**config.mk**
```make
export PLATFORM = sky130hd
export DESIGN_NAME = vc_test_harness
export DESIGN_NICKNAME = d
export VERILOG_FILES = /design/src/verilog/vc_test_pkg.sv /design/src/verilog/vc_test_harness.sv /design/src/verilog/vc_test_sink.sv /design/src/verilog/vc_test_delay.sv /design/src/verilog/vc_test_source.sv
export SDC_FILE = /design/constraint.sdc
export NUM_CORES = 1
export LEC_CHECK = 0
export BUFFER_PORTS_ARGS = -buffer_cell sky130_fd_sc_hd__buf_4
export CAP_MARGIN = 25
export CORE_ASPECT_RATIO = 1.5
export CORE_MARGIN = 1.5
export CORE_UTILIZATION = 35
export CTS_CLUSTER_SIZE = 10
export DETAILED_ROUTE_END_ITERATION = 12
export PLACE_DENSITY_LB_ADDON = 0.3
export SYNTH_ARGS = -nofsm -noshare
export SYNTH_HDL_FRONTEND = slang
export SYNTH_SLANG_ARGS = --single-unit
```
**constraint.sdc**
```tcl
create_clock -name clk -period 3.6 [get_ports clk]
set_input_delay 0.72 -clock clk [delete_from_list [all_inputs] [get_ports clk]]
set_output_delay 0.72 -clock clk [all_outputs]
set_load 0.03 [all_outputs]
```
**src/verilog/vc_test_pkg.sv**
```systemverilog
/*
 Shared widths and types for the stream test rig.
 Memories hold MEM_DEPTH entries, so num_msgs must not exceed MEM_DEPTH.
*/
`default_nettype none

package vc_test_pkg;

  // Sizes
  localparam int MSG_NBITS   = 8;
  localparam int MEM_DEPTH   = 64;
  localparam int ADDR_NBITS  = $clog2(MEM_DEPTH);
  // One extra bit so a count can reach MEM_DEPTH
  localparam int IDX_NBITS   = ADDR_NBITS + 1;
  localparam int DELAY_NBITS = 32;
  localparam int ERR_NBITS   = 8;

  typedef logic [MSG_NBITS-1:0]   msg_t;
  typedef logic [IDX_NBITS-1:0]   idx_t;
  typedef logic [DELAY_NBITS-1:0] delay_t;
  typedef logic [ERR_NBITS-1:0]   err_cnt_t;

  // Saturation point of the mismatch counter
  localparam err_cnt_t ERR_CNT_MAX = '1;

  // Delay stage states
  typedef enum logic {
    WAIT,
    PASS
  } delay_state_t;

endpackage

`default_nettype wire
```
**src/verilog/vc_test_harness.sv**
```systemverilog
/*
 Source, delay stage and sink wired into one self-checking stream rig.
 Load both memories and set num_msgs and delay_amt while reset is high.
*/
`default_nettype none

module vc_test_harness
(
  input  logic                  clk,
  input  logic                  reset,
  input  vc_test_pkg::delay_t   delay_amt,
  input  vc_test_pkg::idx_t     num_msgs,
  input  logic                  load_en,
  input  vc_test_pkg::idx_t     load_addr,
  input  vc_test_pkg::msg_t     load_src_msg,
  input  vc_test_pkg::msg_t     load_sink_msg,
  output logic                  sink_val,
  output logic                  sink_rdy,
  output vc_test_pkg::msg_t     sink_msg,
  output logic                  done,
  output vc_test_pkg::err_cnt_t error_count
);

  // -------------------------------------------------------------------------
  // Source to delay channel
  // -------------------------------------------------------------------------

  logic              src_val;
  logic              src_rdy;
  vc_test_pkg::msg_t src_msg;
  logic              src_done;
  logic              sink_done;

  vc_test_source i_source
  (
    .clk       (clk),
    .reset     (reset),
    .load_en   (load_en),
    .load_addr (load_addr),
    .load_msg  (load_src_msg),
    .num_msgs  (num_msgs),
    .rdy       (src_rdy),
    .val       (src_val),
    .msg       (src_msg),
    .done      (src_done)
  );

  vc_test_delay i_delay
  (
    .clk       (clk),
    .reset     (reset),
    .delay_amt (delay_amt),
    .in_val    (src_val),
    .in_msg    (src_msg),
    .out_rdy   (sink_rdy),
    .in_rdy    (src_rdy),
    .out_val   (sink_val),
    .out_msg   (sink_msg)
  );

  // Delay to sink channel is visible at the top
  vc_test_sink i_sink
  (
    .clk         (clk),
    .reset       (reset),
    .load_en     (load_en),
    .load_addr   (load_addr),
    .load_msg    (load_sink_msg),
    .num_msgs    (num_msgs),
    .val         (sink_val),
    .msg         (sink_msg),
    .rdy         (sink_rdy),
    .done        (sink_done),
    .error_count (error_count)
  );

  // Run complete once everything is sent and checked
  assign done = src_done && sink_done;

endmodule

`default_nettype wire

```
**src/verilog/vc_test_sink.sv**
```systemverilog
/*
 Checks num_msgs received messages against a preloaded expected list.
 Load the memory only while reset is high; error_count saturates at 255.
*/
`default_nettype none

module vc_test_sink
(
  input  logic                  clk,
  input  logic                  reset,
  input  logic                  load_en,
  input  vc_test_pkg::idx_t     load_addr,
  input  vc_test_pkg::msg_t     load_msg,
  input  vc_test_pkg::idx_t     num_msgs,
  input  logic                  val,
  input  vc_test_pkg::msg_t     msg,
  output logic                  rdy,
  output logic                  done,
  output vc_test_pkg::err_cnt_t error_count
);

  // -------------------------------------------------------------------------
  // Expected-message memory
  // -------------------------------------------------------------------------

  vc_test_pkg::msg_t mem [vc_test_pkg::MEM_DEPTH];

  always_ff @(posedge clk)
  begin
    if (load_en)
    begin
      mem[load_addr[vc_test_pkg::ADDR_NBITS-1:0]] <= load_msg;
    end
  end

  // -------------------------------------------------------------------------
  // Compare and count
  // -------------------------------------------------------------------------

  vc_test_pkg::idx_t rcv_q;
  vc_test_pkg::msg_t expected;
  logic              xfer;
  logic              mismatch;

  // Always ready until the run is complete
  assign rdy      = !done;
  assign xfer     = val && rdy;

  assign expected = mem[rcv_q[vc_test_pkg::ADDR_NBITS-1:0]];
  assign mismatch = (msg != expected);

  always_ff @(posedge clk)
  begin
    if (reset)
    begin
      rcv_q       <= '0;
      error_count <= '0;
      done        <= 1'b0;
    end
    else if (xfer)
    begin
      rcv_q <= rcv_q + vc_test_pkg::idx_t'(1);
      // Saturate rather than wrap
      if (mismatch && (error_count != vc_test_pkg::ERR_CNT_MAX))
      begin
        error_count <= error_count + vc_test_pkg::err_cnt_t'(1);
      end
      // Done on the edge of the last expected transfer
      if ((rcv_q + vc_test_pkg::idx_t'(1)) == num_msgs)
      begin
        done <= 1'b1;
      end
    end
  end

  // Upstream must run dry by the time the sink is done
  a_no_val_after_done: assert property (@(posedge clk) disable iff (reset)
    done |-> !val);

endmodule

`default_nettype wire

```
**src/verilog/vc_test_delay.sv**
```systemverilog
/*
 Inserts delay_amt idle cycles before each message on a val/rdy channel.
 delay_amt of zero makes the stage a plain combinational pass-through.
 delay_amt must be held steady while reset is low.
*/
`default_nettype none

module vc_test_delay
(
  input  logic                clk,
  input  logic                reset,
  input  vc_test_pkg::delay_t delay_amt,
  input  logic                in_val,
  input  vc_test_pkg::msg_t   in_msg,
  input  logic                out_rdy,
  output logic                in_rdy,
  output logic                out_val,
  output vc_test_pkg::msg_t   out_msg
);

  vc_test_pkg::delay_state_t state_q;
  vc_test_pkg::delay_t       cnt_q;
  logic                      passthru;
  logic                      xfer;

  // -------------------------------------------------------------------------
  // Channel gating
  // -------------------------------------------------------------------------

  // Open in PASS, or always open with no delay set
  assign passthru = (delay_amt == '0) || (state_q == vc_test_pkg::PASS);

  assign out_val  = passthru && in_val;
  assign in_rdy   = passthru && out_rdy;

  // Payload never stored here
  assign out_msg  = in_msg;

  assign xfer     = out_val && out_rdy;

  // -------------------------------------------------------------------------
  // State machine and idle counter
  // -------------------------------------------------------------------------

  always_ff @(posedge clk)
  begin
    if (reset)
    begin
      state_q <= vc_test_pkg::WAIT;
      cnt_q   <= delay_amt;
    end
    else
    begin
      case (state_q)
        vc_test_pkg::WAIT:
        begin
          // Counts regardless of in_val; last idle cycle opens the gate
          if (cnt_q <= vc_test_pkg::delay_t'(1))
          begin
            state_q <= vc_test_pkg::PASS;
            cnt_q   <= '0;
          end
          else
          begin
            cnt_q <= cnt_q - vc_test_pkg::delay_t'(1);
          end
        end
        vc_test_pkg::PASS:
        begin
          // Back-pressure holds here without counting
          if (xfer)
          begin
            state_q <= vc_test_pkg::WAIT;
            cnt_q   <= delay_amt;
          end
        end
        default:
        begin
          state_q <= vc_test_pkg::WAIT;
          cnt_q   <= delay_amt;
        end
      endcase
    end
  end

  // Never invents a message the source did not offer
  a_val_from_source: assert property (@(posedge clk) disable iff (reset)
    out_val |-> in_val);

  // Idle gap restarts only after a message has gone through
  a_no_early_reload: assert property (@(posedge clk) disable iff (reset)
    ((state_q == vc_test_pkg::PASS) && !xfer)
      |=> ((state_q == vc_test_pkg::PASS) && $stable(cnt_q)));

endmodule

`default_nettype wire

```
**src/verilog/vc_test_source.sv**
```systemverilog
/*
 Plays num_msgs preloaded messages in order over a val/rdy channel.
 Load the memory and change num_msgs only while reset is high.
*/
`default_nettype none

module vc_test_source
(
  input  logic              clk,
  input  logic              reset,
  input  logic              load_en,
  input  vc_test_pkg::idx_t load_addr,
  input  vc_test_pkg::msg_t load_msg,
  input  vc_test_pkg::idx_t num_msgs,
  input  logic              rdy,
  output logic              val,
  output vc_test_pkg::msg_t msg,
  output logic              done
);

  // -------------------------------------------------------------------------
  // Message memory
  // -------------------------------------------------------------------------

  vc_test_pkg::msg_t mem [vc_test_pkg::MEM_DEPTH];

  // Written from the load port
  always_ff @(posedge clk)
  begin
    if (load_en)
    begin
      mem[load_addr[vc_test_pkg::ADDR_NBITS-1:0]] <= load_msg;
    end
  end

  // -------------------------------------------------------------------------
  // In-order player
  // -------------------------------------------------------------------------

  vc_test_pkg::idx_t rd_idx;
  logic              more;
  logic              xfer;

  // Messages left to send
  assign more = (rd_idx < num_msgs);

  // Channel stays idle while the rig is held in reset
  assign val  = more && !reset;
  assign xfer = val && rdy;

  // Entry at the read index, held until it is taken
  assign msg  = mem[rd_idx[vc_test_pkg::ADDR_NBITS-1:0]];
  assign done = !more;

  // Advance one entry per transfer
  always_ff @(posedge clk)
  begin
    if (reset)
    begin
      rd_idx <= '0;
    end
    else if (xfer)
    begin
      rd_idx <= rd_idx + vc_test_pkg::idx_t'(1);
    end
  end

  // A stalled message must not change under the consumer
  a_msg_stable: assert property (@(posedge clk) disable iff (reset)
    (val && !rdy) |=> (val && $stable(msg)));

endmodule

`default_nettype wire

```
Yosys cells after proc, flatten, opt, wreduce, memory -nomap -nowiden:

Memories as Yosys holds them, arrays and structs flattened. A register that Yosys moved wholly into a read port is not among the register bits.
Index checks and enable logic that the tools add are counted.

* RAM bits: 1024
* logic and storage cells: 46
* bits in registers: 56
* output and inout port bits: 19
* memories: 2
* bits of input ports: 65

* $add $sub $neg: 4
* multiplexer cells: 13
* reductions and logical operators: 14
* eq/ne operators: 4
* order comparisons: 2
* bitwise operators: 1

Memory list
* i_sink.mem: words 64, bits a word 8, read ports 1, clocked after Yosys merged registers in 1, write ports 1, line vc_test_sink.sv:26 `vc_test_pkg::msg_t mem [vc_test_pkg::MEM_DEPTH];`
* i_source.mem: words 64, bits a word 8, read ports 1, clocked after Yosys merged registers in 1, write ports 1, line vc_test_source.sv:25 `vc_test_pkg::msg_t mem [vc_test_pkg::MEM_DEPTH];`

Operators with widths (number)
* 2-to-1 mux 32 bit: 3
* case mux 32 bit (2 select lines): 1
* <= comparator 32 x 1 -> 1 bit, second input constant: 1
* zero test 32 bit: 1
* subtractor 32 x 1 -> 32 bit, second input constant: 1
* 2-to-1 mux 6 bit: 4
* adder 7 x 1 -> 7 bit, second input constant: 2
* adder 8 x 1 -> 8 bit, second input constant: 1
* != test 8 bit: 1
* != test 8 bit, second input constant: 1
* equality test 7 bit: 1
* logical AND 1 bit: 7
* < comparator 7 bit: 1
* 2-to-1 mux 1 bit: 4
* AND reduction 2 bit: 2
* zero test 1 bit: 3
* != test 3 bit, second input constant: 1
* case mux 1 bit (2 select lines): 1
* logical OR 1 bit: 1
* inverter 1 bit: 1

Longest topological paths before layout:

Gate-level depths: netlist of run 1.

* word-level depth: 7
* depth in mapped cells: 15
* mapped depth without buffers: 11

Cells and area by module:

From an unflattened synthesis of run 1, not the netlist that was laid out.

* cells, all modules: 2327
* area total of the unflattened synthesis: 44001.0 um2

Modules (own cells, without submodules)
* vc_test_sink: cells each 1073, area each 21192.8 um2, times used 1, seq. area each 15815.2 um2
* vc_test_source: cells each 1020, area each 20601.0 um2, times used 1, seq. area each 15635.0 um2
* vc_test_delay: cells each 233, area each 2200.9 um2, times used 1, seq. area each 980.9 um2
* vc_test_harness: cells each 1, area each 6.3 um2, times used 1, seq. area each 0.0 um2

Least setup slack after synthesis of run 1:

No wires, ideal clock.

* kind: register -> register
* start point: register (tool-made name)
* end point: register i_sink.error_count[4]
* data required time: 3477 ps
* library setup time: 123 ps
* slack: 11 ps
* arrival: 3466 ps
* clock period less this slack: 3589 ps
* path buffers: 3
* stages on the path, launching flop included: 13
* cells stage by stage: dfxtp_1 > buf_4 > buf_6 > buf_6 > mux4_2 > o21ai_1 > o21a_1 > a311oi_1 > xor2_1 > nor3_1 > a311oi_4 > nand4_1 > mux2_1

RTL lines
* end signal: assignment: line vc_test_sink.sv:66 `error_count <= error_count + vc_test_pkg::err_cnt_t'(1);`
* end: declaration: line vc_test_sink.sv:19 `output vc_test_pkg::err_cnt_t error_count`

==> metrics.cfg, run 1 <==
[status]
status=finished with violations
violations=setup timing

[worst_setup_path]
start_kind=flop
cp_cell_sequence=buf_12 > buf_12 > buf_16 > mux4_2 > mux4_2 > o22ai_2 > buf_4 > nor3_1 > buf_4 > buf_4
arrival_ps=3320
crit_family=multiplexers
critPathMaxFanout=14
cpMostUsedCell=buf_4
critPathBufInv=6
cp_slowest_cell=mux4_2
cp-end-kind=primary output
max_stage_delay_ps=550
criticalPathCategory=flop to primary output
crit_required_ps=2880

[finish]
syn2layout_area_growth_pct=18.8
insertedDiodeCount=0
drive_gt1_share_pct=33.6
fillCellCount=10662
utilization_pct=42.0
nets=2543
stdcell_count=4093

[pwr]
p_sw_share_pct=20.0
pwr-share-clk_pct=42.1
ir_drop_mv=0.401
p_switching_mw=5.06
combinationalPowerShare_pct=2.1
seqPwrFrac_pct=55.8
power_density_mw_per_mm2=494
p_int_mw=20.3
p_leak_nw=16.1

[floorplan]
die_w_um=290
initial_core_util_pct=35.3
core_mm2=0.122
fp.dieH_um=433
dieArea_mm2=0.125
fp-row-count=157
pin_count=84

[sta]
timing.final.crit_period_ps=4040
tightestPinTransition_ps=865
drv_slew=0
clock_skew_ps=38.8
slew_headroom_pct=42.2
layout_setup_ws_ps=-436
period_share_pct=112
final_hold_viol_count=0
max_freq_ghz=0.248
setup_viol=11
rsz0062_at_grt=true
fin_setup_tns_ps=-3110

[synthesis]
yosysUniqueCellTypes=65
synthTopCellsByArea=edfxtp_1, mux4_2, dfxtp_1
yosys_most_used_dff=edfxtp_1
synth-seq-area-share_pct=75.1
synthSimpleGateAreaFrac_pct=3.39
synthMuxAreaShare_pct=15.6
yosys.area.top_type_share_pct=73.5
synth_area_mm2=0.0432
synth_area_leader_cell=edfxtp_1
yosys-top-cells-count=edfxtp_1, mux4_2, nor2_1, nand2_1, mux2i_1
syn_area_per_cell_um2=20.5
yosys_warnings=0
synth_top_family_by_area=multiplexers
syn_nets=2181
yosys.area_share.xor_xnor_pct=1.18
synthAdderAreaFrac_pct=0.319
synth_seq_cells=1092
async_flop_share_pct=0
synth_edf_count=1056
synth_compound_area_share_pct=2.83
yosysMostFrequentCell=edfxtp_1
synthCells=2105

[placed_design]
dp.cells=3922
dp_hpwl_um=76100
gp_congestion=0.881
portBuffers=82

[global_routing]
gr-usage-met2_pct=34.2
grt-busiest-layer=met2
grt_use_met3_pct=2.88
grt_pass1_wl_um=167000
grt_pass1_vias=23420
met1_usage_pct=21.5
grt_max_degree=65
grt_overflow=0
antenna_found_initial=2
track_usage_pct=18.8

[route]
num_vias=22266
wl_per_cell_um=28.6
drc_errors=0
viasPerCell=5.44
wirelength_um=117000
drtPass1Iterations=8
antenna_left=0
dr.first_iter.drc_count=1987

[clocking]
htreeDepth=3
cts_tree=built
cts-root-buf=clkbuf_16
cts_buffers=120
clkTransAtPathRegs_ps=60
ctsHoldBuffers=0
clockBufferDepth=3
clk_latency_ps=720
clock-sinks=1092

[job]
max_cap_viol_count=0

[hold_path]
hp-class=input port to flop
hp-start=delay_amt[26]

placed cells by master (no fill, tap or decap), types with 7 or more instances in the layout:
master / n
a21o_1: 7
a21oi_1: 15
a221oi_1: 20
a221oi_2: 8
a22oi_1: 24
and3_1: 7
buf_12: 31
buf_4: 289
buf_6: 16
clkbuf_1: 27
clkbuf_16: 122
dfxtp_1: 29
edfxtp_1: 1056
ha_1: 11
inv_1: 16
mux2i_1: 68
mux4_2: 266
nand2_1: 82
nand3_1: 16
nand4_1: 12
nor2_1: 74
nor2_2: 42
nor2b_1: 13
nor3_1: 14
nor4_1: 17
o21ai_0: 26
o31ai_1: 19
xnor2_1: 36
xor2_1: 20
cell families (layout without fill, tap and decap cells):
logic type	after synthesis	in the layout
flip-flops	1092	1092
multiplexers	340	340
AND/OR/NAND/NOR	312	312
AO/OA/AOI/OAI	168	168
buffers and inverters	124	522
XOR/XNOR	58	58
adder cells (fa/ha/maj)	11	11
power by group through the flow:
| stage | Sequential (mW) | Clock, mW | Combinational (mW) |
|---|---|---|---|
| after CTS | 14.1 | 10.9 | 0.541 |
| final | 14.1 | 10.7 | 0.534 |
| after global routing | 14.1 | 11.3 | 0.575 |
| after global placement | 14.4 | 0 | 0.510 |
| after detailed placement | 14.4 | 0 | 0.538 |
| after floorplan | 14.4 | 0 | 0.174 |
through the flow:
step	instance area (um2)	total power, mW	setup WS, ps	hold WS, ps
finish	51300	25.3	-436	288
global route	51300	26.0	-502	285
CTS	51100	25.5	-485	233
detailed placement	47500	14.9	-190	485
global placement	47500	14.9	-211	476
floorplan	43200	14.5	10.6	468
state kept, by name, summed over array words and instances, names as in the netlist, named ones only:
register            count
i_delay.cnt_q          32
i_delay.state_q         1
i_sink.done             1
i_sink.error_count      8
i_sink.mem            512
i_sink.rcv_q            7
i_source.mem          512
i_source.rd_idx         7
worst reg2reg max path, stage by stage (launching register included):
cell	delay, ps
dfxtp_4	370
buf_12	170
buf_4	170
buf_8	120
mux4_2	480
mux4_2	590
nand2b_4	200
a31oi_4	170
xnor2_1	130
nor4_4	430
a311oi_4	170
buf_6	160
a41o_1	210
a21oi_1	130
cell type report:
class,instances,area (um2),share of cell area [%]
clock buffers,150,3160,6.16
clock inverters,8,91.3,0.178
inverters,22,82.6,0.161
multi-input cells,889,10400,20.3
flip-flops and latches,1092,32400,63.3
well taps,1590,1990,3.88
repair buffers,342,3110,6.06
routing by layer:
metal	wire length, um	vias to the layer above	share of wire, %
met5	0	-	0
li1	-	9414	-
met1	41800	11895	36
met2	63300	755	54
met4	5530	0	4.7
met3	6520	202	5.6
what timing repair did:
action / CTS / global route
buffers inserted: 6 / 4
gates resized for setup: 51 / 24
pin swaps: 8 / 5
gates cloned: 2 / 1
endpoints found under the setup margin: 17 / 17
path summary, 6_finish.rpt:
check / endpoint / slack (ps) / cells past startpoint
max: sink_msg[4] / -440 / 10
min: i_delay.cnt_q[26] / 290 / 3
max reg2reg: i_sink.error_count[5] / -10 / 13
min reg2reg: flop / 510 / 2
No activity file was read; power rests on OpenSTA's default activity.
==> run 2: changes to the inputs <==
--- a/config.mk
+++ b/config.mk
@@ -5,6 +5,7 @@
 export SDC_FILE = /design/constraint.sdc
 export NUM_CORES = 1
 export LEC_CHECK = 0
+export ABC_AREA = 1
 export BUFFER_PORTS_ARGS = -buffer_cell sky130_fd_sc_hd__buf_4
 export CAP_MARGIN = 25
 export CORE_ASPECT_RATIO = 1.5
==> constraint.sdc (replaced) <==
create_clock -name clk -period 3.6 [get_ports clk]
set_input_delay 0.72 -clock clk [delete_from_list [all_inputs] [get_ports clk]]
set_output_delay 0.72 -clock clk [all_outputs]
set_load 0.02 [all_outputs]
==> metrics.cfg, run 2 <==
[clocking]
clockBufferDepth=3  ; unchanged
ctsHoldBuffers=0  ; unchanged
htreeDepth=3  ; unchanged
cts-root-buf=clkbuf_16
clock-sinks=1092  ; unchanged
clkTransAtPathRegs_ps=60  ; about the same
cts_buffers=119  ; -0.83%
cts_tree=built
clk_latency_ps=750  ; +30 ps

[job]
max_cap_viol_count=0  ; unchanged

[worst_setup_path]
start_kind=flop
arrival_ps=2880  ; -440 ps
r2r_slack_ps=370  ; +380 ps
critPathMaxFanout=10  ; -4
crit_required_ps=2880  ; about the same
cp_cell_sequence=buf_16 > buf_12 > buf_16 > nand2_1 > nand3_1 > nand3_1 > nand2_1 > nand2_2 > nand3_4 > nand3_4 > nand2_2 > buf_4 > buf_4
cp-end-kind=primary output
cp_slowest_cell=dfxtp_4
max_stage_delay_ps=480  ; -70 ps
criticalPathCategory=flop to primary output

[sta]
rsz0062_at_grt=true
period_share_pct=99.9  ; -12 points
tightestPinTransition_ps=1070  ; +205 ps
slew_headroom_pct=28.6  ; -14 points
drv_slew=0  ; unchanged
final_hold_viol_count=0  ; unchanged
max_freq_ghz=0.278  ; +12%
timing.final.crit_period_ps=3600  ; -440 ps
setup_viol=0  ; -11
clock_skew_ps=61.3  ; +22.6 ps

[floorplan]
initial_core_util_pct=35.3  ; -0.062 points
fp-row-count=162  ; +3.2%
fp.dieH_um=446  ; +3.0%
core_mm2=0.130  ; +6.3%
pin_count=84  ; unchanged
dieArea_mm2=0.133  ; +6.1%
die_w_um=298  ; +3.0%

[pwr]
ir_drop_mv=0.423  ; +5.3%
power_density_mw_per_mm2=480  ; -2.7%
p_leak_nw=19.0  ; +18%

[route]
wl_per_cell_um=22.1  ; -23%
num_vias=30409  ; +37%
antenna_left=0  ; unchanged
viasPerCell=5.13  ; -5.7%
drc_errors=0  ; unchanged
wirelength_met1_um=49100  ; +17%
wirelength_um=131000  ; +12%
wl_met3_um=6390  ; -2.1%
dr_wl_met2_um=68400  ; +8.1%
drtPass1Iterations=8  ; unchanged
highest_layer=met5
dr.first_iter.drc_count=2376  ; +20%

[synthesis]
yosys-top-cells-count=nand2_1, edfxtp_1, nand3_1, nor2_1, buf_2
synthCells=4036  ; +92%
synthTopCellsByArea=edfxtp_1, nand2_1, nand3_1
async_flop_share_pct=0  ; unchanged
yosys_most_used_dff=edfxtp_1
synth_seq_cells=1092  ; unchanged
yosysMostFrequentCell=nand2_1
yosys.area.top_type_share_pct=69.2  ; -4.3 points
synth_edf_count=1056  ; unchanged
yosysUniqueCellTypes=39  ; -40%
yosys_warnings=0  ; unchanged
syn_nets=4112  ; +89%
synth-seq-area-share_pct=70.8  ; -4.4 points
synth_area_mm2=0.0458  ; +6.1%
syn_area_per_cell_um2=11.4  ; -45%
synth_area_leader_cell=edfxtp_1

[global_routing]
grt_max_degree=97  ; +49%
grt_overflow=0  ; unchanged
grt_pass1_wl_um=190000  ; +14%
track_usage_pct=19.3  ; +0.47 points
grt_pass1_vias=29347  ; +25%
antenna_found_initial=6  ; +4

[hold_path]
hp-class=input port to flop
hp-start=reset

[finish]
syn2layout_area_growth_pct=15.1
drive_gt1_share_pct=11.1  ; -22 points
layout_common_cells=nand2_1, edfxtp_1, nand3_1
finish.instance_area_mm2=0.0527  ; +2.8%
layout_commonest_cell=nand2_1
nets=4259  ; +67%
utilization_pct=40.6  ; -1.4 points

[status]
status=finished clean

[placed_design]
place_area_mm2=0.0485  ; +2.0%
dp_hpwl_um=75600  ; -0.65%
gp_congestion=0.886  ; +0.59%
portBuffers=82  ; unchanged

-- run 2: kinds of logic after synthesis --
logic type      Yosys count  share of synthesized area [%]
simple gates           2486                           23.1
flops                  1092                           70.8
buf+inv                 329                           4.10
compound gates           82                           1.01
xor+xnor                 36                          0.688
fa+ha+maj                11                          0.300
-- run 2: cell type report --
class	count	area [um2]
clock inverter	8	170
antenna	1	2.50
inverter	98	397
fill	12080	77200
multi-input combinational	2615	11900
tap	1722	2150
timing repair inverter	3	37.5
sequential	1092	32400
clock buffer	134	3030
timing repair buffer	254	2620
-- run 2: final timing paths --
check / endpoint / cells after the start
setup reg to reg: i_sink.error_count[2] / 18
hold / removal: i_sink.done / 2
setup / recovery: sink_msg[7] / 13
hold reg to reg: i_source.rd_idx[6] / 1
-- run 2: what timing repair did --
item	4_1_cts	5_1_grt
gates cloned	14	3
endpoints found under the setup margin	8	8
pin swaps	11	21
hold endpoints to repair	0	0
resized for setup	105	30
buffers inserted	5	7
-- run 2: per-layer routing --
metal | GRT usage [%] | up-vias
li1 | - | 14326
met1 | 21.8 | 14950
met2 | 35.0 | 887
met3 | 2.59 | 238
met4 | 10.5 | 8
met5 | 0 | -
-- run 2: through the flow --
step	setup WS (ps)	power [mW]	setup TNS, ps	cells	hold WS (ps)
global route	-59.7	26.0	-235	5927	199
detailed placement	341	14.9	0	5758	477
finish	4.76	25.3	0	5927	209
global placement	357	14.9	0	5758	455
floorplan	391	14.6	0	4036	426
CTS	-29.1	25.5	-90.3	5918	156
-- run 2: report_power, final --
group / switching [mW] / total [mW] / internal [mW]
Combinational: 0.425 / 0.565 / 0.140
Sequential: 0.0574 / 14.1 / 14.1
Clock: 4.76 / 10.6 / 5.89
-- run 2: worst max-delay path: cells and delay by family (launching register included) --
family | cells | cell delay (ps)
buffers and inverters | 5 | 770
DFF | 1 | 480
and+or+nand+nor | 8 | 820
